File: src/agnusPkg.sv
// Chip RAM controller, Agnus side definitions
// Multiplexed address, revision, strobe bundles and APB register map

package agnusPkg;

    // Multiplexed DRAM address and its split halves
    typedef logic [9:0] draT;
    typedef logic [9:0] rowAddrT;
    typedef logic [8:0] colAddrT;

    typedef enum logic {
        rev8372a = 1'b0,
        rev8375  = 1'b1
    } agnusRevT;

    // Raw Agnus strobes, busPhase[0] is C1 and busPhase[1] is C3
    typedef struct packed {
        logic       dbrN;
        logic       aweN;
        logic       ras1N;
        logic       ras0N;
        logic [1:0] busPhase;
    } agnusInT;

    // Synchronized and decoded strobes
    typedef struct packed {
        logic slotActive;
        logic dma;
        logic write;
        logic phaseLow;
        logic c1Fall;
    } agnusSyncT;

    // APB word addresses
    localparam logic [7:0] regCtrl    = 8'h00;
    localparam logic [7:0] regRefresh = 8'h04;
    localparam logic [7:0] regStatus  = 8'h08;

endpackage

File: src/chipRamPkg.sv
// Chip RAM controller, SDRAM side definitions
// Command encodings, output pin bundle, sequencer states and refresh width

package chipRamPkg;

    //////////////////////////////////////////////////
    // SDRAM commands and pins
    //////////////////////////////////////////////////

    // Bit order CSn, RASn, CASn, WEn
    typedef enum logic [3:0] {
        nop       = 4'b1111,
        precharge = 4'b0010,
        activate  = 4'b0011,
        read      = 4'b0101,
        write     = 4'b0100,
        refresh   = 4'b0001,
        modeReg   = 4'b0000
    } sdramCmdT;

    typedef logic [10:0] sdramAddrT;

    // Output bundle, 16 bits
    typedef struct packed {
        logic      csN;
        logic      rasN;
        logic      casN;
        logic      weN;
        logic      clkEn;
        sdramAddrT addr;
    } sdramPinsT;

    // CAS latency 2, sequential, one word bursts
    localparam sdramAddrT modeWord = 11'b000_0010_0000;

    // Refresh interval in C3 cycles
    typedef logic [8:0] refreshIntervalT;

    //////////////////////////////////////////////////
    // Sequencer states
    //////////////////////////////////////////////////

    typedef enum logic [3:0] {
        stInitPre, stInitWait, stIdle, stRefWait, stActivate, stColWait,
        stAccess, stAccessNop, stHold, stPhaseWait, stRelease
    } seqStateT;

endpackage
File: src/chipRamTop.sv
// Chip RAM controller top level
// Turns Agnus multiplexed DRAM slots into single word SDRAM accesses,
// with programmable refresh and an APB register block

`timescale 1ns/1ps

module chipRamTop #(
    parameter chipRamPkg::refreshIntervalT refreshInit = 9'd290
) (
    input  logic                  C3,
    input  logic                  RESETn,
    // APB
    input  logic                  psel,
    input  logic                  penable,
    input  logic                  pwrite,
    input  logic [7:0]            paddr,
    input  logic [31:0]           pwdata,
    output logic [31:0]           prdata,
    output logic                  pready,
    output logic                  pslverr,
    // Agnus
    input  agnusPkg::agnusInT     agnus,
    input  agnusPkg::draT         dra,
    // SDRAM
    output chipRamPkg::sdramPinsT sdram,
    // Slot flags and bridge
    output logic                  cpuCycle,
    output logic                  dmaCycle,
    output logic                  writeCycle,
    output logic                  dbEnN,
    output logic                  dbDir,
    output logic                  ready
);

    agnusPkg::agnusSyncT         sync;
    agnusPkg::rowAddrT           rowAddr;
    agnusPkg::colAddrT           colAddr;
    agnusPkg::agnusRevT          rev;
    chipRamPkg::refreshIntervalT interval;
    logic                        colValid;
    logic                        colClear;
    logic                        refreshReq;
    logic                        refreshAck;

    agnusSync iAgnusSync (
        .C3     (C3),
        .RESETn (RESETn),
        .agnus  (agnus),
        .sync   (sync)
    );

    dramAddrLatch iDramAddrLatch (
        .C3       (C3),
        .RESETn   (RESETn),
        .dra      (dra),
        .ras0N    (agnus.ras0N),
        .sync     (sync),
        .rev      (rev),
        .colClear (colClear),
        .rowAddr  (rowAddr),
        .colAddr  (colAddr),
        .colValid (colValid),
        .dbEnN    (dbEnN),
        .dbDir    (dbDir)
    );

    refreshTimer iRefreshTimer (
        .C3         (C3),
        .RESETn     (RESETn),
        .interval   (interval),
        .refreshAck (refreshAck),
        .refreshReq (refreshReq)
    );

    sdramSequencer iSdramSequencer (
        .C3         (C3),
        .RESETn     (RESETn),
        .sync       (sync),
        .rowAddr    (rowAddr),
        .colAddr    (colAddr),
        .colValid   (colValid),
        .refreshReq (refreshReq),
        .colClear   (colClear),
        .refreshAck (refreshAck),
        .ready      (ready),
        .cpuCycle   (cpuCycle),
        .dmaCycle   (dmaCycle),
        .writeCycle (writeCycle),
        .sdram      (sdram)
    );

    chipRamRegs #(
        .refreshInit (refreshInit)
    ) iChipRamRegs (
        .C3         (C3),
        .RESETn     (RESETn),
        .psel       (psel),
        .penable    (penable),
        .pwrite     (pwrite),
        .paddr      (paddr),
        .pwdata     (pwdata),
        .prdata     (prdata),
        .pready     (pready),
        .pslverr    (pslverr),
        .ready      (ready),
        .refreshAck (refreshAck),
        .rev        (rev),
        .interval   (interval)
    );

endmodule

File: src/chipRamRegs.sv
// Chip RAM controller register block
// APB slave with zero wait states holding the Agnus revision, refresh
// interval, ready status and a wrapping count of refresh commands

`timescale 1ns/1ps

module chipRamRegs #(
    parameter chipRamPkg::refreshIntervalT refreshInit = 9'd290
) (
    input  logic                        C3,
    input  logic                        RESETn,
    input  logic                        psel,
    input  logic                        penable,
    input  logic                        pwrite,
    input  logic [7:0]                  paddr,
    input  logic [31:0]                 pwdata,
    output logic [31:0]                 prdata,
    output logic                        pready,
    output logic                        pslverr,
    input  logic                        ready,
    input  logic                        refreshAck,
    output agnusPkg::agnusRevT          rev,
    output chipRamPkg::refreshIntervalT interval
);

    logic       access;
    logic       hit;
    logic [7:0] refreshCount;

    // Access phase and address decode
    assign access  = psel && penable;
    assign hit     = (paddr == agnusPkg::regCtrl) || (paddr == agnusPkg::regRefresh) ||
                     (paddr == agnusPkg::regStatus);
    assign pready  = 1'b1;
    assign pslverr = access && !hit;

    always_ff @(posedge C3) begin
        if (!RESETn) begin
            rev          <= agnusPkg::rev8375;
            interval     <= refreshInit;
            refreshCount <= '0;
        end else begin
            if (access && pwrite && (paddr == agnusPkg::regCtrl)) begin
                rev <= agnusPkg::agnusRevT'(pwdata[0]);
            end
            if (access && pwrite && (paddr == agnusPkg::regRefresh)) begin
                interval <= pwdata[8:0];
            end
            // Status write clears the count
            if (access && pwrite && (paddr == agnusPkg::regStatus)) begin
                refreshCount <= '0;
            end else if (refreshAck) begin
                refreshCount <= refreshCount + 8'd1;
            end
        end
    end

    // Read mux
    always_comb begin
        prdata = '0;
        case (paddr)
            agnusPkg::regCtrl:    prdata[0]    = rev;
            agnusPkg::regRefresh: prdata[8:0]  = interval;
            agnusPkg::regStatus:  prdata[15:0] = {refreshCount, 7'd0, ready};
            default:              prdata       = '0;
        endcase
    end

endmodule

File: src/sdramSequencer.sv
// SDRAM command sequencer
// Runs the SDRAM power-up sequence, then serves refreshes and Agnus slots
// with activate, read or write with auto-precharge, hold and release.
// Commands reach the pins one register stage after the decision

`timescale 1ns/1ps

module sdramSequencer (
    input  logic                  C3,
    input  logic                  RESETn,
    input  agnusPkg::agnusSyncT   sync,
    input  agnusPkg::rowAddrT     rowAddr,
    input  agnusPkg::colAddrT     colAddr,
    input  logic                  colValid,
    input  logic                  refreshReq,
    output logic                  colClear,
    output logic                  refreshAck,
    output logic                  ready,
    output logic                  cpuCycle,
    output logic                  dmaCycle,
    output logic                  writeCycle,
    output chipRamPkg::sdramPinsT sdram
);

    chipRamPkg::seqStateT state;
    chipRamPkg::sdramCmdT cmd;
    logic [3:0]           seqCnt;
    // Low until the previous slot's RAS has gone away
    logic                 slotArmed;

    assign colClear = (state == chipRamPkg::stRelease);

    always_ff @(posedge C3) begin
        if (!RESETn) begin
            state      <= chipRamPkg::stInitPre;
            cmd        <= chipRamPkg::nop;
            seqCnt     <= '0;
            slotArmed  <= 1'b0;
            refreshAck <= 1'b0;
            ready      <= 1'b0;
            cpuCycle   <= 1'b0;
            dmaCycle   <= 1'b0;
            writeCycle <= 1'b0;
            sdram      <= '{csN: 1'b1, rasN: 1'b1, casN: 1'b1, weN: 1'b1,
                            clkEn: 1'b1, addr: '0};
        end else begin
            cmd        <= chipRamPkg::nop;
            refreshAck <= 1'b0;
            if (!sync.slotActive) begin
                slotArmed <= 1'b1;
            end

            //////////////////////////////////////////////////
            // Pin stage
            //////////////////////////////////////////////////

            {sdram.csN, sdram.rasN, sdram.casN, sdram.weN} <= cmd;
            case (cmd)
                chipRamPkg::precharge: sdram.addr <= 11'h400;
                chipRamPkg::modeReg:   sdram.addr <= chipRamPkg::modeWord;
                chipRamPkg::activate:  sdram.addr <= {1'b0, rowAddr};
                // Auto-precharge on bit 10
                chipRamPkg::read,
                chipRamPkg::write:     sdram.addr <= {2'b10, colAddr};
                default:               sdram.addr <= '0;
            endcase

            //////////////////////////////////////////////////
            // State machine
            //////////////////////////////////////////////////

            case (state)
                // One settling cycle, then precharge all
                chipRamPkg::stInitPre: begin
                    seqCnt <= seqCnt + 4'd1;
                    if (seqCnt == 4'd1) begin
                        cmd   <= chipRamPkg::precharge;
                        state <= chipRamPkg::stInitWait;
                    end
                end
                // Mode register, two refreshes, then ready
                chipRamPkg::stInitWait: begin
                    seqCnt <= seqCnt + 4'd1;
                    case (seqCnt)
                        4'd3:       cmd <= chipRamPkg::modeReg;
                        4'd6, 4'd9: cmd <= chipRamPkg::refresh;
                        4'd13: begin
                            ready <= 1'b1;
                            state <= chipRamPkg::stIdle;
                        end
                        default: ;
                    endcase
                end
                chipRamPkg::stIdle: begin
                    // Refresh only in bus states S3 or S0
                    if (refreshReq && sync.phaseLow) begin
                        cmd        <= chipRamPkg::refresh;
                        refreshAck <= 1'b1;
                        seqCnt     <= '0;
                        state      <= chipRamPkg::stRefWait;
                    end else if (sync.slotActive && slotArmed) begin
                        slotArmed  <= 1'b0;
                        writeCycle <= sync.write;
                        dmaCycle   <= sync.dma;
                        cpuCycle   <= !sync.dma;
                        state      <= chipRamPkg::stActivate;
                    end
                end
                // Two more cycles for tRC
                chipRamPkg::stRefWait: begin
                    seqCnt <= seqCnt + 4'd1;
                    if (seqCnt == 4'd1) begin
                        state <= chipRamPkg::stIdle;
                    end
                end
                chipRamPkg::stActivate: begin
                    cmd   <= chipRamPkg::activate;
                    state <= chipRamPkg::stColWait;
                end
                // Column arrives with falling C1
                chipRamPkg::stColWait: begin
                    if (colValid) begin
                        state <= chipRamPkg::stAccess;
                    end
                end
                chipRamPkg::stAccess: begin
                    cmd   <= writeCycle ? chipRamPkg::write : chipRamPkg::read;
                    state <= chipRamPkg::stAccessNop;
                end
                chipRamPkg::stAccessNop: begin
                    state <= chipRamPkg::stHold;
                end
                // Freeze read data on the SDRAM outputs
                chipRamPkg::stHold: begin
                    sdram.clkEn <= writeCycle;
                    state       <= chipRamPkg::stPhaseWait;
                end
                // Wait for bus state 7
                chipRamPkg::stPhaseWait: begin
                    if (sync.phaseLow) begin
                        state <= chipRamPkg::stRelease;
                    end
                end
                chipRamPkg::stRelease: begin
                    cpuCycle    <= 1'b0;
                    dmaCycle    <= 1'b0;
                    writeCycle  <= 1'b0;
                    sdram.clkEn <= 1'b1;
                    state       <= chipRamPkg::stIdle;
                end
                default: begin
                    state <= chipRamPkg::stIdle;
                end
            endcase
        end
    end

endmodule

File: src/refreshTimer.sv
// SDRAM refresh timer
// Counts C3 cycles up to the programmed interval and holds a refresh
// request until the sequencer acknowledges it

`timescale 1ns/1ps

module refreshTimer (
    input  logic                        C3,
    input  logic                        RESETn,
    input  chipRamPkg::refreshIntervalT interval,
    input  logic                        refreshAck,
    output logic                        refreshReq
);

    chipRamPkg::refreshIntervalT count;

    always_ff @(posedge C3) begin
        if (!RESETn) begin
            count      <= '0;
            refreshReq <= 1'b0;
        end else if (refreshAck) begin
            // Restart on acknowledge
            count      <= '0;
            refreshReq <= 1'b0;
        end else if (count >= interval) begin
            refreshReq <= 1'b1;
        end else begin
            count <= count + 9'd1;
        end
    end

endmodule

File: src/dramAddrLatch.sv
// Agnus DRAM address latch
// Splits the multiplexed address into row and column per Agnus revision
// and drives the chip RAM data bridge enable and direction

`timescale 1ns/1ps

module dramAddrLatch (
    input  logic                C3,
    input  logic                RESETn,
    input  agnusPkg::draT       dra,
    input  logic                ras0N,
    input  agnusPkg::agnusSyncT sync,
    input  agnusPkg::agnusRevT  rev,
    input  logic                colClear,
    output agnusPkg::rowAddrT   rowAddr,
    output agnusPkg::colAddrT   colAddr,
    output logic                colValid,
    output logic                dbEnN,
    output logic                dbDir
);

    logic slotPrev;
    logic is8375;
    logic dmaA1;

    assign is8375 = (rev == agnusPkg::rev8375);
    // A1 sits one bit higher on the 8372A
    assign dmaA1  = is8375 ? dra[0] : dra[1];

    //////////////////////////////////////////////////
    // Address capture
    //////////////////////////////////////////////////

    always_ff @(posedge C3) begin
        // Row on slot start, 8372A uses RAS0n as top row bit
        if (sync.slotActive && !slotPrev) begin
            rowAddr <= is8375 ? dra : {ras0N, dra[9:1]};
        end
        // Column on falling C1
        if (sync.slotActive && sync.c1Fall) begin
            colAddr <= is8375 ? dra[9:1] : {1'b0, dra[9:2]};
        end
    end

    //////////////////////////////////////////////////
    // Control and bridge
    //////////////////////////////////////////////////

    always_ff @(posedge C3) begin
        if (!RESETn) begin
            slotPrev <= 1'b0;
            colValid <= 1'b0;
            dbEnN    <= 1'b1;
            dbDir    <= 1'b1;
        end else begin
            slotPrev <= sync.slotActive;
            // Clear wins over a new column
            if (colClear) begin
                colValid <= 1'b0;
            end else if (sync.slotActive && sync.c1Fall) begin
                colValid <= 1'b1;
            end
            // Bridge only for DMA slots on odd words
            dbEnN <= !(sync.dma && dmaA1 && sync.slotActive);
            dbDir <= !sync.write;
        end
    end

endmodule

File: src/agnusSync.sv
// Agnus strobe synchronizer
// Two flop chains for the strobes and bus phases, slot decode from the
// RAS pair and a single cycle pulse on the falling C1 phase

`timescale 1ns/1ps

module agnusSync (
    input  logic                C3,
    input  logic                RESETn,
    input  agnusPkg::agnusInT   agnus,
    output agnusPkg::agnusSyncT sync
);

    // Bit order slot, dma, write, C3 phase, C1 phase
    logic [4:0] rawIn;
    logic [4:0] meta;
    logic [4:0] stable;
    logic       c1Prev;

    // Slot is active while exactly one RAS is low
    assign rawIn = {agnus.ras1N != agnus.ras0N, !agnus.dbrN, !agnus.aweN, agnus.busPhase};

    always_ff @(posedge C3) begin
        if (!RESETn) begin
            meta   <= '0;
            stable <= '0;
            c1Prev <= 1'b0;
        end else begin
            meta   <= rawIn;
            stable <= meta;
            // Extra stage for edge detect
            c1Prev <= stable[0];
        end
    end

    assign sync.slotActive = stable[4];
    assign sync.dma        = stable[3];
    assign sync.write      = stable[2];
    assign sync.phaseLow   = (stable[1:0] == 2'b00);
    assign sync.c1Fall     = c1Prev && !stable[0];

endmodule

File: config.mk
export PLATFORM = sky130hd
export DESIGN_NAME = chipRamTop
export DESIGN_NICKNAME = d
export VERILOG_FILES = /design/src/agnusPkg.sv /design/src/chipRamPkg.sv /design/src/chipRamTop.sv /design/src/chipRamRegs.sv /design/src/sdramSequencer.sv /design/src/refreshTimer.sv /design/src/dramAddrLatch.sv /design/src/agnusSync.sv
export SDC_FILE = /design/constraint.sdc
export NUM_CORES = 1
export LEC_CHECK = 0
export BUFFER_PORTS_ARGS = -buffer_cell sky130_fd_sc_hd__buf_2
export CAP_MARGIN = 20
export CORE_MARGIN = 1.5
export CORE_UTILIZATION = 50
export DETAILED_ROUTE_END_ITERATION = 16
export PLACE_DENSITY = 0.79
export SLEW_MARGIN = 20
export SYNTH_ARGS = -nofsm -noshare
export SYNTH_HDL_FRONTEND = slang
export SYNTH_SLANG_ARGS = --single-unit
File: constraint.sdc
create_clock -name C3 -period 2.3 [get_ports C3]
set_input_delay 0.115 -clock C3 [delete_from_list [all_inputs] [get_ports C3]]
set_output_delay 0.115 -clock C3 [all_outputs]
set_load 0.02 [all_outputs]
==> results of run 1 <==
==> area by class of cell <==
type,instances,area [um2]
Fill cell,691,3120
Sequential cell,96,2110
Multi-Input combinational cell,309,1960
Timing Repair Buffer,103,616
Tap cell,105,131
Clock buffer,9,124
Clock inverter,7,87.6
Inverter,16,60.1
==> flip-flops by register name (all words and copies together) (netlist names), 4 cells and up <==
signal / flops
iAgnusSync.stable: 5
iSdramSequencer.state: 4
iSdramSequencer.sdram: 16
iAgnusSync.meta: 5
iSdramSequencer.seqCnt: 4
iDramAddrLatch.colAddr: 9
iSdramSequencer.cmd: 4
iChipRamRegs.refreshCount: 8
iChipRamRegs.interval: 9
iDramAddrLatch.rowAddr: 10
iRefreshTimer.count: 9
==> worst reg2reg max path, delay by kind of cell, from the launching register on <==
kind | cells | cell delay (ns)
DFF | 1 | 0.35
AOI/OAI and AO/OA | 4 | 0.91
buffers and inverters | 1 | 0.04
and+or+nand+nor | 1 | 0.50
adders and majority gates | 1 | 0.30
==> path summary, 6_finish.rpt <==
path / end / cells past startpoint
max reg2reg: iRefreshTimer.count[7] / 7
min: iAgnusSync.meta[4] / 3
max: iRefreshTimer.count[7] / 7
min reg2reg: iDramAddrLatch.dbDir / 1
==> cells by family after synthesis <==
group           after synthesis
xor+xnor                     11
fa+ha+maj                    14
mux                          25
flops                        96
simple gates                177
other cells                   2
compound gates               64
buf+inv                      49
==> through the flow <==
stage	cell area [um2]	hold slack [ns]
6_report	5090	0.0112
2_1_floorplan	4320	0.182
3_3_place_gp	4720	0.269
5_1_grt	5090	0.00346
3_5_place_dp	4720	0.271
4_1_cts	5060	0.00200
==> cell usage in the layout (no fill, tap or decap), types with 3 or more instances in the layout <==
master          n
xnor2_1         7
nand4_1         5
mux2_2         10
xor2_1          4
clkbuf_8        9
nand2b_1       13
nand2_1        28
nand3b_1        3
edfxtp_1       19
buf_2          76
inv_1          16
dlygate4sd3_1  13
and2_1         25
conb_1         17
dfxtp_1        76
or4_1           4
nor3b_1         5
nand3_1        11
a31oi_1         3
a22oi_1         8
ha_1           14
o21ai_0        11
a21oi_1        19
o21a_1          3
o211ai_1        3
nor4_1          4
and3_1          4
nor3_1          3
buf_4          14
o31ai_1         3
nor2_1         58
mux2i_1        15
==> cell usage after synthesis (8+ instances only) <==
library cell,count
edfxtp_1,19
nor2_1,58
dfxtp_1,77
nand2_1,28
nand2b_1,13
buf_4,18
a22oi_1,8
ha_1,14
and2_1,25
nand3_1,11
o21ai_0,12
mux2i_1,15
inv_1,16
mux2_2,10
a21oi_1,19
clkbuf_1,8
==> per-layer routing <==
metal | GRT usage [%] | vias to the layer above
met2 | 34.4 | 132
li1 | - | 1688
met4 | 6.97 | 0
met5 | 0 | -
met3 | 3.59 | 8
met1 | 24.6 | 1529
==> report_power, final <==
part | internal, W | switching [W] | total [W]
Combinational | 0.000289 | 0.000364 | 0.000652
Clock | 0.000525 | 0.000627 | 0.00115
Sequential | 0.00182 | 0.000114 | 0.00193
Total | 0.00263 | 0.00110 | 0.00374
==> what timing repair did <==
item | in CTS | in global routing
gates resized for setup | 1 | 3
setup endpoints to repair | 1 | 4
cloned | 0 | 1
endpoints found under the hold margin | 13 | 0
pin swaps | 0 | 1
hold buffers | 13 | 0
setup buffers | 0 | 2
==> results by group, run 1 <==
Die
  – Initial core utilization: 51.9%
  – Core area: 0.00822 mm2
  – Height of the die: 95.3 um
  – IO Count: 117
  – Die ar.: 0.00908 mm2
  – Row cnt: 33
  – Chip Width: 95.3 um

STA
  – Max Clock Freq: 0.457 GHz
  – Period minus WS final: 2.19 ns
  – Tcrit/Tclk final: 95.2%
  – Endpoints failing setup: 0
  – Max Slew Vio Count: 0
  – Final Hold Fails: 0
  – Fin worst setup slack: 0.110 ns
  – Layout Skew: 0.0153 ns
  – Rel. slew slack: 47.0%
  – Actual slew at the worst max-slew pin: 0.786 ns
  – Final setup TNS: 0 ns

Synthesis
  – Synth cell types: 53
  – Register area share after synthesis: 49.6%
  – Post-synthesis cell count: 438
  – Synthesized area per cell: 9.73 um2
  – Multiplexer share of the synthesized area: 6.17%
  – Async SR Flop Fraction: 0%
  – Largest family of logic cells by synthesized area: simple AND/OR/NAND/NOR gates
  – Top-area cell type share of the netlist area: 36.2%
  – Post-Syn Area: 0.00426 mm2
  – Synth Register Bits: 96
  – Adder-cell share of the synthesized area: 4.11%
  – Synth Area in Compound Gates: 10.0%
  – Cell taking the most area after synthesis: dfxtp_1
  – Synth warnings: 0
  – Synth Area in XOR/XNOR: 2.26%
  – Largest cells by area after synthesis: dfxtp_1 36%, edfxtp_1 13%, nor2_1 5.1%
  – Prevailing post-synth register cell: dfxtp_1
  – Simple-gate share of the synthesized area: 21.5%
  – EDFF count, synth: 19

Pwr
  – Pwr/cell area: 734 mW/mm2
  – Leakage Power: 2.17 nW
  – Worst vdd ir: 327 uV
  – Total power: 0.00374 W

Setup path
  – Critical path data arrival time: 2.47 ns
  – Critical Path Fanout Max: 7
  – CP peak stage delay: 0.50 ns
  – Critical path startpoint: iChipRamRegs.interval[2]
  – Flop2flop setup slack: 0.11 ns
  – CP Cell Sequence: inv_1, ha_1, a211oi_2, o221ai_2, a211o_4, or4_1, a21oi_1
  – Crit path launch type: flip-flop
  – Buf/Inv on CP: 1
  – Required time of the critical path: 2.58 ns
  – Crit Reg-Reg Startpoint: iChipRamRegs.interval[2]
  – Slowest stage cell, crit path: or4_1
  – CP Capture Type: flip-flop
  – Setup Crit Path Kind: flip-flop to flip-flop
  – Cell family with most CP delay: compound AO/OA/AOI/OAI gates

Min path
  – Hold_sp: agnus[3]
  – Hold Crit Class: input pin to flip-flop

Run
  – Max cap viols: 0

Clocking
  – Root Buffer Master: clkbuf_8
  – Worst-path clk slew: 0.11 ns
  – Clk Latency, worst-skew pair: 0.36 ns
  – Cts bufs inserted: 9
  – CTS Buffer Depth: 2
  – Clock Sinks: 96
  – CTS tree: built
  – Max H-tree Level: 3

Drt
  – Met3 wire len: 568 um
  – Iteration count of the initial detailed-routing pass: 4
  – Via density: 5.20
  – Post-DRT Antenna Nets: 0
  – Met2 Wirelength: 4.22 mm
  – DR top layer: met4
  – M1 WL: 3.77 mm
  – Via Count: 3357
  – WL per Instance: 13.4 um
  – DRC viols: 0
  – Final wirelength: 8.62 mm
  – Starting DRT DRC Count: 186

Final layout
  – P&R area growth vs syn: 19.5%
  – Ratio of cells with drive above 1 in the final layout: 23.5%
  – Post-Route Utilization: 62.0%
  – Final Instance Count excl. Fillers: 645
  – # diodes: 0
  – Nets: 610

Placement
  – IO buf count: 76
  – Post-DP HPWL: 6.07 mm
  – Placed insts: 613
  – Place WS: 0.00783 ns
  – Placer Congestion: 0.853

Global route
  – Grt ovf: 0
  – Largest net degree at the start of global routing: 22
  – Initial antenna violation count: 0
  – Total GRT Usage: 19.8%
  – First-pass GRT wire length: 14.0 mm
  – Vias in the first global route: 3120

Outcome
  – Status: finished clean
Power figures use the tool's default switching activity.
==> inputs of run 2 (changes only) <==
--- a/config.mk
+++ b/config.mk
@@ -11,6 +11,7 @@
 export CORE_UTILIZATION = 50
 export DETAILED_ROUTE_END_ITERATION = 16
 export PLACE_DENSITY = 0.79
+export SETUP_SLACK_MARGIN = 0.2
 export SLEW_MARGIN = 20
 export SYNTH_ARGS = -nofsm -noshare
 export SYNTH_HDL_FRONTEND = slang
==> results by group, run 2 (synthesis gave the netlist of run 1 again) <==
Outcome
  – Status: finished clean

Drt
  – WL per Instance: 13.7 um
  – Via Count: 3390
  – Final wirelength: 8.90 mm
  – Post-DRT Antenna Nets: 0
  – Via density: 5.24
  – M1 WL: 3.87 mm
  – Starting DRT DRC Count: 171
  – Met3 wire len: 537 um
  – DRC viols: 0
  – Iteration count of the initial detailed-routing pass: 4
  – Met2 Wirelength: 4.38 mm
  – DR top layer: met4

Die
  – Row cnt: 33
  – Height of the die: 95.3 um
  – Core area: 0.00822 mm2
  – Chip Width: 95.3 um
  – Initial core utilization: 51.9%
  – Die ar.: 0.00908 mm2
  – IO Count: 117

Pwr
  – Leakage Power: 2.19 nW
  – Worst vdd ir: 325 uV
  – Pwr/cell area: 726 mW/mm2

Min path
  – Hold Crit Class: input pin to flip-flop

Setup path
  – CP Capture Type: flip-flop
  – Critical Path Fanout Max: 5
  – Setup Crit Path Kind: flip-flop to flip-flop
  – CP Cell Sequence: inv_1, ha_1, nand4_1, o221ai_2, a211o_4, or4_4, a21oi_2
  – CP peak stage delay: 0.49 ns
  – Crit path launch type: flip-flop
  – Required time of the critical path: 2.59 ns
  – Critical path data arrival time: 2.35 ns
  – Slowest stage cell, crit path: or4_4

Final layout
  – Ratio of cells with drive above 1 in the final layout: 27.7%
  – # diodes: 0
  – Nets: 612
  – Post-Route Utilization: 63.0%
  – Max FFs per register: 16
  – P&R area growth vs syn: 21.5%
  – Final Instance Count excl. Fillers: 647
  – Largest registers: iSdramSequencer.sdram x16, iDramAddrLatch.rowAddr x10
  – Commonest non-fill, non-tap cell in the layout: buf_2
  – Commonest non-fill, non-tap cells in the layout: 76 x buf_2, 68 x dfxtp_1, 58 x nor2_1
  – Fillers: 683
  – Reg with most FFs: iSdramSequencer.sdram

STA
  – Max Slew Vio Count: 0
  – Endpoints failing setup: 0
  – Actual slew at the worst max-slew pin: 0.791 ns
  – Period minus WS final: 2.07 ns
  – Rel. slew slack: 46.7%
  – Final Hold Fails: 0
  – RSZ-0062 raised after global routing: true
  – Tcrit/Tclk final: 89.9%
  – Max Clock Freq: 0.484 GHz
  – Final setup TNS: 0 ns
  – Layout Skew: 0.0141 ns

Global route
  – First-pass GRT wire length: 14.5 mm
  – Initial antenna violation count: 0
  – Largest net degree at the start of global routing: 22
  – Vias in the first global route: 3210
  – Grt ovf: 0
  – Total GRT Usage: 20.4%

Clocking
  – Clock Sinks: 96
  – Cts bufs inserted: 9
  – CTS tree: built
  – Clk Latency, worst-skew pair: 0.36 ns
  – Root Buffer Master: clkbuf_8
  – Worst-path clk slew: 0.10 ns
  – CTS Buffer Depth: 2
  – Max H-tree Level: 3

Placement
  – Post-DP HPWL: 6.07 mm
  – Placed insts: 613
  – Placer Congestion: 0.853
  – IO buf count: 76

Run
  – Max cap viols: 0
run 2: cell count changes in the layout (fill, tap and decap cells not counted), sizes merged:
cell	previous run	this run
buf	90	92
run 2: power by group:
part           total (W)  switching [W]  internal, W
clock network    0.00116       0.000633     0.000525
registers        0.00194       0.000117      0.00182
logic           0.000661       0.000368     0.000293
run 2: worst max-delay path, delay by kind of cell (launching register included):
kind / cells / cell delay [ns]
flip-flops: 1 / 0.36
adder cells (fa/ha/maj): 1 / 0.32
buffers and inverters: 1 / 0.05
AO/OA/AOI/OAI: 3 / 0.68
AND/OR/NAND/NOR: 2 / 0.60
run 2: final cells by class:
type	instances	area, um2	area share [%]
Tap cell	105	131	2.54
Clock inverter	7	87.6	1.69
Inverter	16	60.1	1.16
Timing Repair Buffer	105	631	12.2
Clock buffer	9	124	2.39
Sequential cell	96	2120	41.0
Multi-Input combinational cell	309	2020	39.0
run 2: repair_timing:
item,CTS,global route
hold buffers,13,0
pin swaps,5,12
gates cloned,1,0
resized for setup,7,20
setup buffers,3,1
setup endpoints to repair,6,7
hold endpoints to repair,13,0
run 2: through the flow:
stage          power [W]  area [um2]  setup WS [ns]  hold slack (ns)
2_1_floorplan    0.00244        4320          0.270            0.182
3_3_place_gp     0.00257        4720         0.0985            0.269
3_5_place_dp     0.00259        4720        0.00783            0.271
4_1_cts          0.00376        5110          0.200          0.00200
5_1_grt          0.00394        5170          0.175           0.0118
6_report         0.00376        5170          0.233          0.00250
run 2: layer usage:
layer | vias to the layer above | track usage, %
li1 | 1695 | -
met1 | 1566 | 25.2
met2 | 118 | 35.3
met3 | 11 | 3.35
met4 | 0 | 8.08
met5 | - | 0
run 2: path summary, 6_finish.rpt:
path | depth (start not counted) | endpoint | slack (ns) | startpoint
worst max register to register | 7 | iRefreshTimer.count[7] | 0.23 | iChipRamRegs.interval[4]
worst max-delay path | 7 | iRefreshTimer.count[7] | 0.23 | iChipRamRegs.interval[4]
worst min-delay path | 3 | iAgnusSync.meta[4] | 0.002 | agnus[3]
worst min register to register | 1 | iDramAddrLatch.dbDir | 0.40 | iAgnusSync.stable[2]
